==> config.mk <==
export PLATFORM = sky130hd
export DESIGN_NAME = dts_top
export DESIGN_NICKNAME = d
export VERILOG_FILES = /design/src/hdl/dts_pkg.sv /design/src/hdl/dts_word_if.sv /design/src/hdl/dts_build_samples.sv /design/src/hdl/dts_deformat.sv /design/src/hdl/dts_host_port.sv /design/src/hdl/dts_sample_fifo.sv /design/src/hdl/dts_top.sv
export SDC_FILE = /design/constraint.sdc
export NUM_CORES = 2
export LEC_CHECK = 0
export ABC_CLOCK_PERIOD_IN_PS = 94100
export BUFFER_PORTS_ARGS = -buffer_cell sky130_fd_sc_hd__buf_2
export CORE_ASPECT_RATIO = 1.5
export CORE_MARGIN = 2
export CORE_UTILIZATION = 41
export DETAILED_ROUTE_END_ITERATION = 16
export MAX_ROUTING_LAYER = met4
export PLACE_DENSITY = 0.54
export SETUP_SLACK_MARGIN = 0.15
export SLEW_MARGIN = 20
export SYNTH_ARGS = -nofsm -noshare
export SYNTH_HDL_FRONTEND = slang
export SYNTH_SLANG_ARGS = --single-unit
export TNS_END_PERCENT = 1
==> constraint.sdc <==
create_clock -name clk -period 94.1 [get_ports clk]
set_input_delay 4.705 -clock clk [delete_from_list [all_inputs] [get_ports clk]]
set_output_delay 4.705 -clock clk [all_outputs]
set_load 0.02 [all_outputs]
==> src/hdl/dts_pkg.sv <==
`default_nettype none

// shared constants and word types for the ADC data transport receive path
package dts_pkg;

  // lane geometry
  localparam int lane_width     = 128;  // bits per lane word
  localparam int beat_width     = 32;   // bits per lane per beat
  localparam int beats_per_word = lane_width / beat_width;  // 4 beats

  // sample field counts
  localparam int n_samples_3  = lane_width;          // one 3-bit sample per lane bit
  localparam int n_samples_12 = 2 * lane_width / 8;  // top and bottom bytes, alternating

  // one 384-bit output word, seen either as 3-bit or as 12-bit fields
  // index 0 is the MSB field, i.e. the earliest sample
  typedef union packed {
    logic [0:n_samples_3-1][2:0]   s3;   // {top, middle, bottom} per field
    logic [0:n_samples_12-1][11:0] s12;  // {byte, 4'b0} per field
  } sample_word_t;

  // buffered word plus the mode it was built in
  typedef struct packed {
    sample_word_t word;
    logic         three_bit;  // 1 = 3-bit samples, 0 = 8-bit as 12
  } fifo_entry_t;

endpackage

`default_nettype wire

==> src/hdl/dts_word_if.sv <==
`timescale 1ns/1ps
`default_nettype none

// link between the sample FIFO head and the host port
interface dts_word_if;

  dts_pkg::fifo_entry_t entry;  // head of FIFO
  logic                 valid;  // FIFO not empty
  logic                 pop;    // one-cycle take of the head

  // FIFO presents the head, takes pop
  modport fifo_side (
    output entry,
    output valid,
    input  pop
  );

  // host port consumes the head
  modport port_side (
    input  entry,
    input  valid,
    output pop
  );

endinterface

`default_nettype wire

==> src/hdl/dts_build_samples.sv <==
`timescale 1ns/1ps
`default_nettype none

// turns a lane-word triplet into one sample word, 3-bit or 8-bit-as-12
module dts_build_samples (
  input  logic                              three_bit,
  input  logic [3*dts_pkg::lane_width-1:0]  triplet,  // top | middle | bottom
  output dts_pkg::sample_word_t             samples   // earliest sample in MSBs
);

  localparam int lw = dts_pkg::lane_width;

  logic [lw-1:0] top_w;
  logic [lw-1:0] mid_w;
  logic [lw-1:0] bot_w;

  assign top_w = triplet[3*lw-1:2*lw];
  assign mid_w = triplet[2*lw-1:lw];
  assign bot_w = triplet[lw-1:0];

  always_comb begin
    samples = '0;
    if (three_bit) begin
      // bit i of each lane -> 3-bit field i, top lane as MSB
      for (int i = 0; i < dts_pkg::n_samples_3; i++) begin
        samples.s3[i] = {top_w[i], mid_w[i], bot_w[i]};
      end
    end else begin
      // byte i of top -> field 2i, byte i of bottom -> field 2i+1
      // middle lane carries nothing in this mode
      for (int i = 0; i < dts_pkg::n_samples_12 / 2; i++) begin
        samples.s12[2*i]   = {top_w[8*i +: 8], 4'b0000};  // widened by left shift
        samples.s12[2*i+1] = {bot_w[8*i +: 8], 4'b0000};
      end
    end
  end

endmodule

`default_nettype wire

==> src/hdl/dts_deformat.sv <==
`timescale 1ns/1ps
`default_nettype none

// gathers 32-bit lane beats into 128-bit lane words, three lanes at a time
module dts_deformat (
  input  logic                              clk,
  input  logic                              arst_n,
  input  logic [3*dts_pkg::beat_width-1:0]  lane_beat,     // top | middle | bottom
  input  logic                              beat_valid,
  input  logic                              frame_start,   // first beat of a word
  input  logic                              is_three_bit,  // mode, sampled with frame_start
  output logic [3*dts_pkg::lane_width-1:0]  triplet,       // top | middle | bottom words
  output logic                              word_three_bit,
  output logic                              word_valid,    // one-cycle pulse per word
  output logic                              align_error    // sticky
);

  localparam int cnt_w = $clog2(dts_pkg::beats_per_word);
  localparam logic [cnt_w-1:0] last_beat = cnt_w'(dts_pkg::beats_per_word - 1);

  logic [2:0][dts_pkg::beat_width-1:0] beat;     // [2] top .. [0] bottom
  logic [2:0][dts_pkg::lane_width-1:0] lane_sr;  // one shift reg per lane
  logic [cnt_w-1:0]                    beat_cnt; // beats held of current word
  logic                                gathering;
  logic                                take_beat;

  assign beat      = lane_beat;
  assign gathering = (beat_cnt != '0);  // partial word in progress
  assign take_beat = beat_valid && (frame_start || gathering);

  // lane words are complete in the shift regs while word_valid is high
  assign triplet = lane_sr;

  // new beat enters at the top, so beat 0 ends up in bits 31:0
  always_ff @(posedge clk) begin
    if (take_beat) begin
      for (int l = 0; l < 3; l++) begin
        lane_sr[l] <= {beat[l], lane_sr[l][dts_pkg::lane_width-1:dts_pkg::beat_width]};
      end
    end
  end

  // beat counting, mode latch, word pulse and realignment
  always_ff @(posedge clk or negedge arst_n) begin
    if (!arst_n) begin
      beat_cnt       <= '0;
      word_three_bit <= 1'b0;
      word_valid     <= 1'b0;
      align_error    <= 1'b0;
    end else begin
      word_valid <= 1'b0;  // pulse by default low
      if (beat_valid) begin
        if (frame_start) begin
          // frame start mid-word: drop the partial, restart on this beat
          if (gathering) begin
            align_error <= 1'b1;
          end
          word_three_bit <= is_three_bit;  // held for the whole word
          beat_cnt       <= cnt_w'(1);
        end else if (gathering) begin
          if (beat_cnt == last_beat) begin
            beat_cnt   <= '0;    // back to idle
            word_valid <= 1'b1;  // word visible next cycle
          end else begin
            beat_cnt <= beat_cnt + 1'b1;
          end
        end
        // idle beat without frame_start is ignored
      end
    end
  end

endmodule

`default_nettype wire

==> src/hdl/dts_host_port.sv <==
`timescale 1ns/1ps
`default_nettype none

// four-phase req/ack output, one sample word per handshake
module dts_host_port (
  input  logic                  clk,
  input  logic                  arst_n,
  dts_word_if.port_side         rd,
  output dts_pkg::sample_word_t out_data,
  output logic                  out_three_bit,
  output logic                  out_req,
  input  logic                  out_ack
);

  // FSM encoding
  localparam logic [1:0] st_idle = 2'd0;  // waiting for a word
  localparam logic [1:0] st_req  = 2'd1;  // req high, waiting for ack
  localparam logic [1:0] st_rel  = 2'd2;  // req low, waiting for ack to drop

  logic [1:0]           state;
  dts_pkg::fifo_entry_t hold;  // popped entry, stable for the handshake

  // take the head only when idle, so ack is already low
  assign rd.pop = (state == st_idle) && rd.valid;

  assign out_req       = (state == st_req);
  assign out_data      = hold.word;
  assign out_three_bit = hold.three_bit;

  always_ff @(posedge clk) begin
    if (rd.pop) begin
      hold <= rd.entry;
    end
  end

  always_ff @(posedge clk or negedge arst_n) begin
    if (!arst_n) begin
      state <= st_idle;
    end else begin
      case (state)
        st_idle: begin
          if (rd.valid) begin
            state <= st_req;  // req rises next cycle
          end
        end
        st_req: begin
          if (out_ack) begin
            state <= st_rel;  // drop req
          end
        end
        st_rel: begin
          if (!out_ack) begin
            state <= st_idle;  // transfer done on ack fall
          end
        end
        default: state <= st_idle;
      endcase
    end
  end

endmodule

`default_nettype wire

==> src/hdl/dts_sample_fifo.sv <==
`timescale 1ns/1ps
`default_nettype none

// circular buffer of built sample words, drops on full
module dts_sample_fifo #(
  parameter int DEPTH = 4
) (
  input  logic                  clk,
  input  logic                  arst_n,
  input  logic                  wr_en,     // word_valid pulse
  input  dts_pkg::fifo_entry_t  wr_entry,
  dts_word_if.fifo_side         rd,
  output logic                  overflow   // sticky until reset
);

  localparam int ptr_w = (DEPTH > 1) ? $clog2(DEPTH) : 1;
  localparam int cnt_w = $clog2(DEPTH + 1);
  localparam logic [ptr_w-1:0] last_slot = ptr_w'(DEPTH - 1);

  dts_pkg::fifo_entry_t mem [DEPTH];  // payload, no reset
  logic [ptr_w-1:0]     wr_ptr;
  logic [ptr_w-1:0]     rd_ptr;
  logic [cnt_w-1:0]     count;
  logic                 full;
  logic                 empty;
  logic                 do_wr;
  logic                 do_rd;

  assign full  = (count == cnt_w'(DEPTH));
  assign empty = (count == '0);
  assign do_wr = wr_en && !full;     // no back-pressure, so a full write is lost
  assign do_rd = rd.pop && !empty;

  // head always presented
  assign rd.entry = mem[rd_ptr];
  assign rd.valid = !empty;

  always_ff @(posedge clk) begin
    if (do_wr) begin
      mem[wr_ptr] <= wr_entry;
    end
  end

  // pointers, occupancy and drop flag
  always_ff @(posedge clk or negedge arst_n) begin
    if (!arst_n) begin
      wr_ptr   <= '0;
      rd_ptr   <= '0;
      count    <= '0;
      overflow <= 1'b0;
    end else begin
      if (do_wr) begin
        wr_ptr <= (wr_ptr == last_slot) ? '0 : wr_ptr + 1'b1;  // wrap for any depth
      end
      if (do_rd) begin
        rd_ptr <= (rd_ptr == last_slot) ? '0 : rd_ptr + 1'b1;
      end
      case ({do_wr, do_rd})
        2'b10:   count <= count + 1'b1;
        2'b01:   count <= count - 1'b1;
        default: count <= count;  // both or neither
      endcase
      if (wr_en && full) begin
        overflow <= 1'b1;
      end
    end
  end

endmodule

`default_nettype wire

==> src/hdl/dts_top.sv <==
`timescale 1ns/1ps
`default_nettype none

// receive chain: deformat -> build samples -> FIFO -> host port
module dts_top #(
  parameter int FIFO_DEPTH = 4
) (
  input  logic                              clk,
  input  logic                              arst_n,
  input  logic [3*dts_pkg::beat_width-1:0]  lane_beat,   // top in MSBs
  input  logic                              beat_valid,
  input  logic                              frame_start,
  input  logic                              is_three_bit,
  input  logic                              out_ack,
  output logic [3*dts_pkg::lane_width-1:0]  out_data,
  output logic                              out_three_bit,
  output logic                              out_req,
  output logic                              overflow,
  output logic                              align_error
);

  logic [3*dts_pkg::lane_width-1:0] triplet;
  logic                             word_three_bit;
  logic                             word_valid;
  dts_pkg::sample_word_t            samples;
  dts_pkg::fifo_entry_t             wr_entry;
  dts_pkg::sample_word_t            port_data;

  dts_word_if word_if ();  // FIFO head to host port

  dts_deformat deformat_i (
    .clk            (clk),
    .arst_n         (arst_n),
    .lane_beat      (lane_beat),
    .beat_valid     (beat_valid),
    .frame_start    (frame_start),
    .is_three_bit   (is_three_bit),
    .triplet        (triplet),
    .word_three_bit (word_three_bit),
    .word_valid     (word_valid),
    .align_error    (align_error)
  );

  // combinational, so build and FIFO write share the word_valid cycle
  dts_build_samples build_i (
    .three_bit (word_three_bit),
    .triplet   (triplet),
    .samples   (samples)
  );

  assign wr_entry.word      = samples;
  assign wr_entry.three_bit = word_three_bit;  // mode travels with the word

  dts_sample_fifo #(
    .DEPTH (FIFO_DEPTH)
  ) fifo_i (
    .clk      (clk),
    .arst_n   (arst_n),
    .wr_en    (word_valid),
    .wr_entry (wr_entry),
    .rd       (word_if.fifo_side),
    .overflow (overflow)
  );

  dts_host_port port_i (
    .clk           (clk),
    .arst_n        (arst_n),
    .rd            (word_if.port_side),
    .out_data      (port_data),
    .out_three_bit (out_three_bit),
    .out_req       (out_req),
    .out_ack       (out_ack)
  );

  assign out_data = port_data;  // union flattened to plain bits at the boundary

endmodule

`default_nettype wire

; Yosys cells after proc, flatten, opt, wreduce, memory -nomap -nowiden
; Memory sizes are Yosys's and may differ from the RTL's. A register that Yosys moved wholly into a read port is not among the register bits.
; Index checks and enable logic that the tools add are counted.
[classes]
muxes = 17
n_reduce_logical = 17
add_sub_neg = 5
eq_ne = 11
[ops]
columns = op, count
row1 = two-way mux 384 bit, 1
row2 = two-way mux 2 bit, 8
row3 = == test 2 bit (second input constant), 5
row4 = adder 2 x 1 -> 2 bit (second input constant), 3
row5 = two-way mux 1 bit, 6
row6 = inequality test 2 bit (second input constant), 3
row7 = case mux 2 bit (3 select lines), 1
row8 = case mux 3 bit (2 select lines), 1
row9 = AND reduction 3 bit, 2
row10 = nonzero test 2 bit, 3
row11 = logical AND 1 bit, 5
row12 = == test 2 x 1 -> 1 bit (second input constant), 2
row13 = AND reduction 2 bit, 2
row14 = adder 3 x 1 -> 3 bit (second input constant), 1
row15 = == test 3 bit (second input constant), 1
row16 = logical NOT 3 bit, 1
row17 = subtractor 3 x 1 -> 3 bit (second input constant), 1
row18 = logical NOT 1 bit, 2
row19 = logical NOT 2 bit, 1
row20 = logical OR 1 bit, 1
[totals]
word_cells = 63
ramBits = 1540
regBits = 399
out_inout_bits = 388
in_bits = 102
memories = 1
[mem_list]
columns = memory, depth, width, rd, rd_ports_with_merged_regs, wr, line_no
row1 = fifo_i.mem, 4, 385, 1, 1, 1, dts_sample_fifo.sv:20  ; dts_pkg::fifo_entry_t mem [DEPTH];

; Longest topological paths before layout
[depth]
word_depth = 6
ltp_mapped = 9

; Cells and area by module
; Synthesis repeated with hierarchy kept, for this count alone.
[unflattened]
cells_unflattened = 3279
hier_area_um2 = 84407.2
[by_module_without_submodules]
columns = mod, area_per_inst_um2, cells_per_inst, instances
row1 = dts_sample_fifo, 56058.8, 2053, 1
row2 = dts_deformat, 11766.3, 405, 1
row3 = dts_host_port, 11661.2, 394, 1
row4 = dts_build_samples, 4921.0, 427, 1

; Worst setup path before layout
; Ideal clock, no wire load.
[synth_path]
kind = input -> register
from = input beat_valid
to = register deformat_i.lane_sr, in the netlist deformat_i.triplet[0] (enable)
path_stages = 1
arrival_ns = 32.286
n_path_buf = 0
slack_ns = 60.091
cell_sequence = a21boi_0
[synth_between]
elab_chain_len = 1
[synth_rtl]
columns = element, line_no
row1 = start: declaration, dts_top.sv:11  ; input logic beat_valid,
row2 = logical AND 1 bit, dts_deformat.sv:29  ; assign take_beat = beat_valid && (frame_start || gathering);
row3 = end signal: indexed assignment, dts_deformat.sv:38  ; lane_sr[l] <= {beat[l], lane_sr[l][dts_pkg::lane_width-1:dts_pkg::beat_width]};
row4 = end: declaration, dts_deformat.sv:22  ; logic [2:0][dts_pkg::lane_width-1:0] lane_sr;
; No other way between the ends.
; A chain may end at the register's enable or synchronous reset.

; Final worst setup path
[layout_path]
from = input frame_start
to = register deformat_i.lane_sr, in the netlist deformat_i.triplet[284] (enable)
[layout_between]
elab_chain_len = 2
[layout_rtl]
columns = element, line_no
row1 = start: declaration, dts_top.sv:12  ; input logic frame_start,
row2 = logical OR 1 bit, dts_deformat.sv:29
row3 = logical AND 1 bit, dts_deformat.sv:29
row4 = named net deformat_i.take_beat, dts_deformat.sv:25  ; logic take_beat;
; The timed path passes the listed nets, and every way through them passes these cells.

==> run metrics <==
status=finished, final reports clean; fin area=0.0958 mm^2; largest net degree at the start of global routing=143; drt initial violations=2864; # DRC=0; critical path startpoint category=primary input; CP Class=in -> reg; Post-DRT Antenna Nets=0; maximum vdd drop=24.3 uV; Logic pwr share=0.222; fraction of layout cells with a size suffix above 1=0.366; TritonRoute pass-1 iters=5; CP most frequent cell=buf_4; hold buffers post-CTS=0; count of final max-slew check failures=0; Yosys top cell area share=0.832; CTS Root Cell=clkbuf_16; H-tree depth=4; Area Overhead vs Synth=15.0%; Top delay family on crit path=buffers and inverters; normalized max-slew margin=0.293; # setup viols final=0; clk_skew=0.0626 ns; pre-CTS WS=86.10 ns; Detailed Route WL=177000 um; Critical-path top delay cell=buf_4; vias in the first global route=35900; WP data arrival=7.19 ns; yosys synthesis warning count=0; initial antenna violation count=21; crit path capture type=flop; Core ar.=about 0.2 mm^2; Worst Hold Class=reg -> reg; post-synthesis register bit count=2324; # port buffers=489; global-route wire length before repair=256000 um; post-route setup slack=87.38 ns; Min Hold Slack=0.396 ns; clk_lat worst skew=0.88 ns; net switching fraction of the power=0.294; CP Cell Sequence=buf_2 > inv_1 > a21boi_4 > buf_12 > buf_4 > buf_4; Worst-path clk slew=about 0.070 ns; Total GRT Usage=0.175; cts repair resizes=0; CTS tree=yes; Ports=around 500; die area=0.207 mm^2; synthesized area=~0.083 mm^2; global route total overflow=0; final count of hold timing violations=0; row count=202; Via-to-Cell Ratio=5.17; Vias=roughly 35000; wire per inst=~26 um; Cells after Synth=about 3300; clk sinks=2324; clock buffer depth=4; LEAKAGE=31.1 nW; Slew @ Worst Pin=approximately 1.1 ns; crit-path max cell delay=0.79 ns; Critical Path RT=94.57 ns; initial core utilization=0.413; WP buf/inv=5; internal power=0.00211 W; sequential fraction of design power=0.486; fill cell count=16500; Final period util=0.0714; post-synthesis sequential area ratio=0.837; Net Sw Power=approximately 0.00088 W; max_cap viols=0; Area contributors post-synth=edfxtp_1, mux4_2, mux2_2, and2_1, buf_6; setup TNS=0 ns; Synth area leader=edfxtp_1; Max Freq=approximately 150 MHz; placed cell areas=0.0888 mm^2; DP HPWL=103000 um; fin nets=4027; TritonCTS Buffers=222; syn_area_per_cell=25.4 um^2; Die Width=between 300 and 400 um; GPL Wtd Cong=about 0.71; Final Critical Period=~6.7 ns; die height=556 um; Post-CTS Setup Bufs=0; RSZ-0062 raised after global routing=false; Netlist cell types=28; Synthesized Nets=3388; Power per Cell Area=31.1 mW/mm^2; worst-path fanout max=between 60 and 70; power share of the clock group=0.292
## power by group through the flow
stage / logic, W / clock network, W / registers (W)
5_1_grt: 0.000715 / 0.000933 / 0.00147
3_5_place_dp: 0.000682 / 0 / 0.00148
6_report: 0.000662 / 0.000871 / 0.00145
4_1_cts: 0.000684 / 0.000896 / 0.00146
3_3_place_gp: 0.000676 / 0 / 0.00148
2_1_floorplan: 0.000343 / 0 / 0.00161
## layout make-up
class / count / area [um^2] / area share
clock buffers: 269 / 5750 / 0.0600
clock inverters: 130 / 1260 / 0.0131
multi-input cells: 813 / 12700 / 0.133
well taps: 2652 / 3320 / 0.0346
flip-flops and latches: 2324 / 69700 / 0.727
inverters: 11 / 48.8 / 0.000509
diodes: 16 / 40.0 / 0.000418
repair buffers: 544 / 2970 / 0.0310
## layer usage
metal	track usage	vias to the layer above	routed length, um
met5	-	-	0
met4	0.0374	0	3260
met3	0.0449	248	12700
met2	0.236	946	75800
met1	0.268	18700	85000
li1	-	15100	-
## kinds of logic after synthesis
| family | Yosys count | synth area share |
|---|---|---|
| flops | 2324 | 0.837 |
| fa+ha+maj | 9 | 0.00144 |
| compound gates | 10 | 0.000811 |
| simple gates | 144 | 0.0106 |
| xor+xnor | 3 | 0.000315 |
| buf+inv | 140 | 0.0108 |
| mux | 647 | 0.139 |
## synthesized netlist by cell type (all sizes together)
master,number
a22oi,1
inv,11
nor3,2
clkbuf,21
o21ai,3
a21o,1
o22ai,1
a31o,1
xor2,2
fa,1
mux2i,1
nand2b,2
nor2b,1
buf,108
and2,132
nor2,4
or3,1
and3,1
ha,8
mux4,385
a21boi,3
dfrtp,15
mux2,261
edfxtp,2309
nand2,1
xnor2,1
## final timing paths
path	start	end	slack [ns]	cells after the start
worst max-delay path	frame_start	deformat_i.triplet[284]$_DFFE_PP_	87.38	6
worst min-delay path	deformat_i.triplet[207]$_DFFE_PP_	deformat_i.triplet[175]$_DFFE_PP_	0.40	0
worst max register to register	fifo_i.count[0]$_DFFE_PN0P_	fifo_i.mem[0][183]$_DFFE_PP_	88.47	7
worst min register to register	deformat_i.triplet[207]$_DFFE_PP_	deformat_i.triplet[175]$_DFFE_PP_	0.40	0
max in group asynchronous	arst_n	deformat_i.word_three_bit$_DFFE_PN0P_	90.01	1
min in group asynchronous	arst_n	port_i.state[1]$_DFFE_PN0P_	3.77	1
## state kept, by name (all words and copies together) (netlist names)
register and count:
fifo_i.mem 1540, fifo_i.count 3, fifo_i.rd_ptr 2, deformat_i.beat_cnt 2, port_i.state 2, deformat_i.triplet 384, deformat_i.word_valid 1, port_i.out_data 384
fifo_i.wr_ptr 2, port_i.out_three_bit 1, fifo_i.overflow 1, deformat_i.word_three_bit 1, deformat_i.align_error 1
## stage by stage
stage / std cells / utilization / power [W]
6_report: 6759 / 0.475 / 0.00298
5_1_grt: 6753 / 0.475 / 0.00311
4_1_cts: 6742 / 0.474 / 0.00304
3_5_place_dp: 6343 / 0.440 / 0.00216
3_3_place_gp: 6343 / 0.440 / 0.00215
2_1_floorplan: 3277 / - / 0.00196
## layout by cell type, fill, tap and decap left out, types with 3 or more instances in the layout
cell type   instances
mux2_2            261
clkbuf_1           45
ha_1                8
clkbuf_16         222
dfrtp_1            12
clkinvlp_4          6
clkinv_1           56
buf_2             489
clkinv_2           33
buf_4              47
o21ai_0             3
mux4_2            385
inv_1              10
clkinv_4            3
inv_6               4
clkinv_8            4
and2_4              4
bufinv_16          22
buf_12              7
diode_2            16
nor2_1              4
edfxtp_1         2309
dfrtp_4             3
and2_1            128
Power figures use the tool's default switching activity.
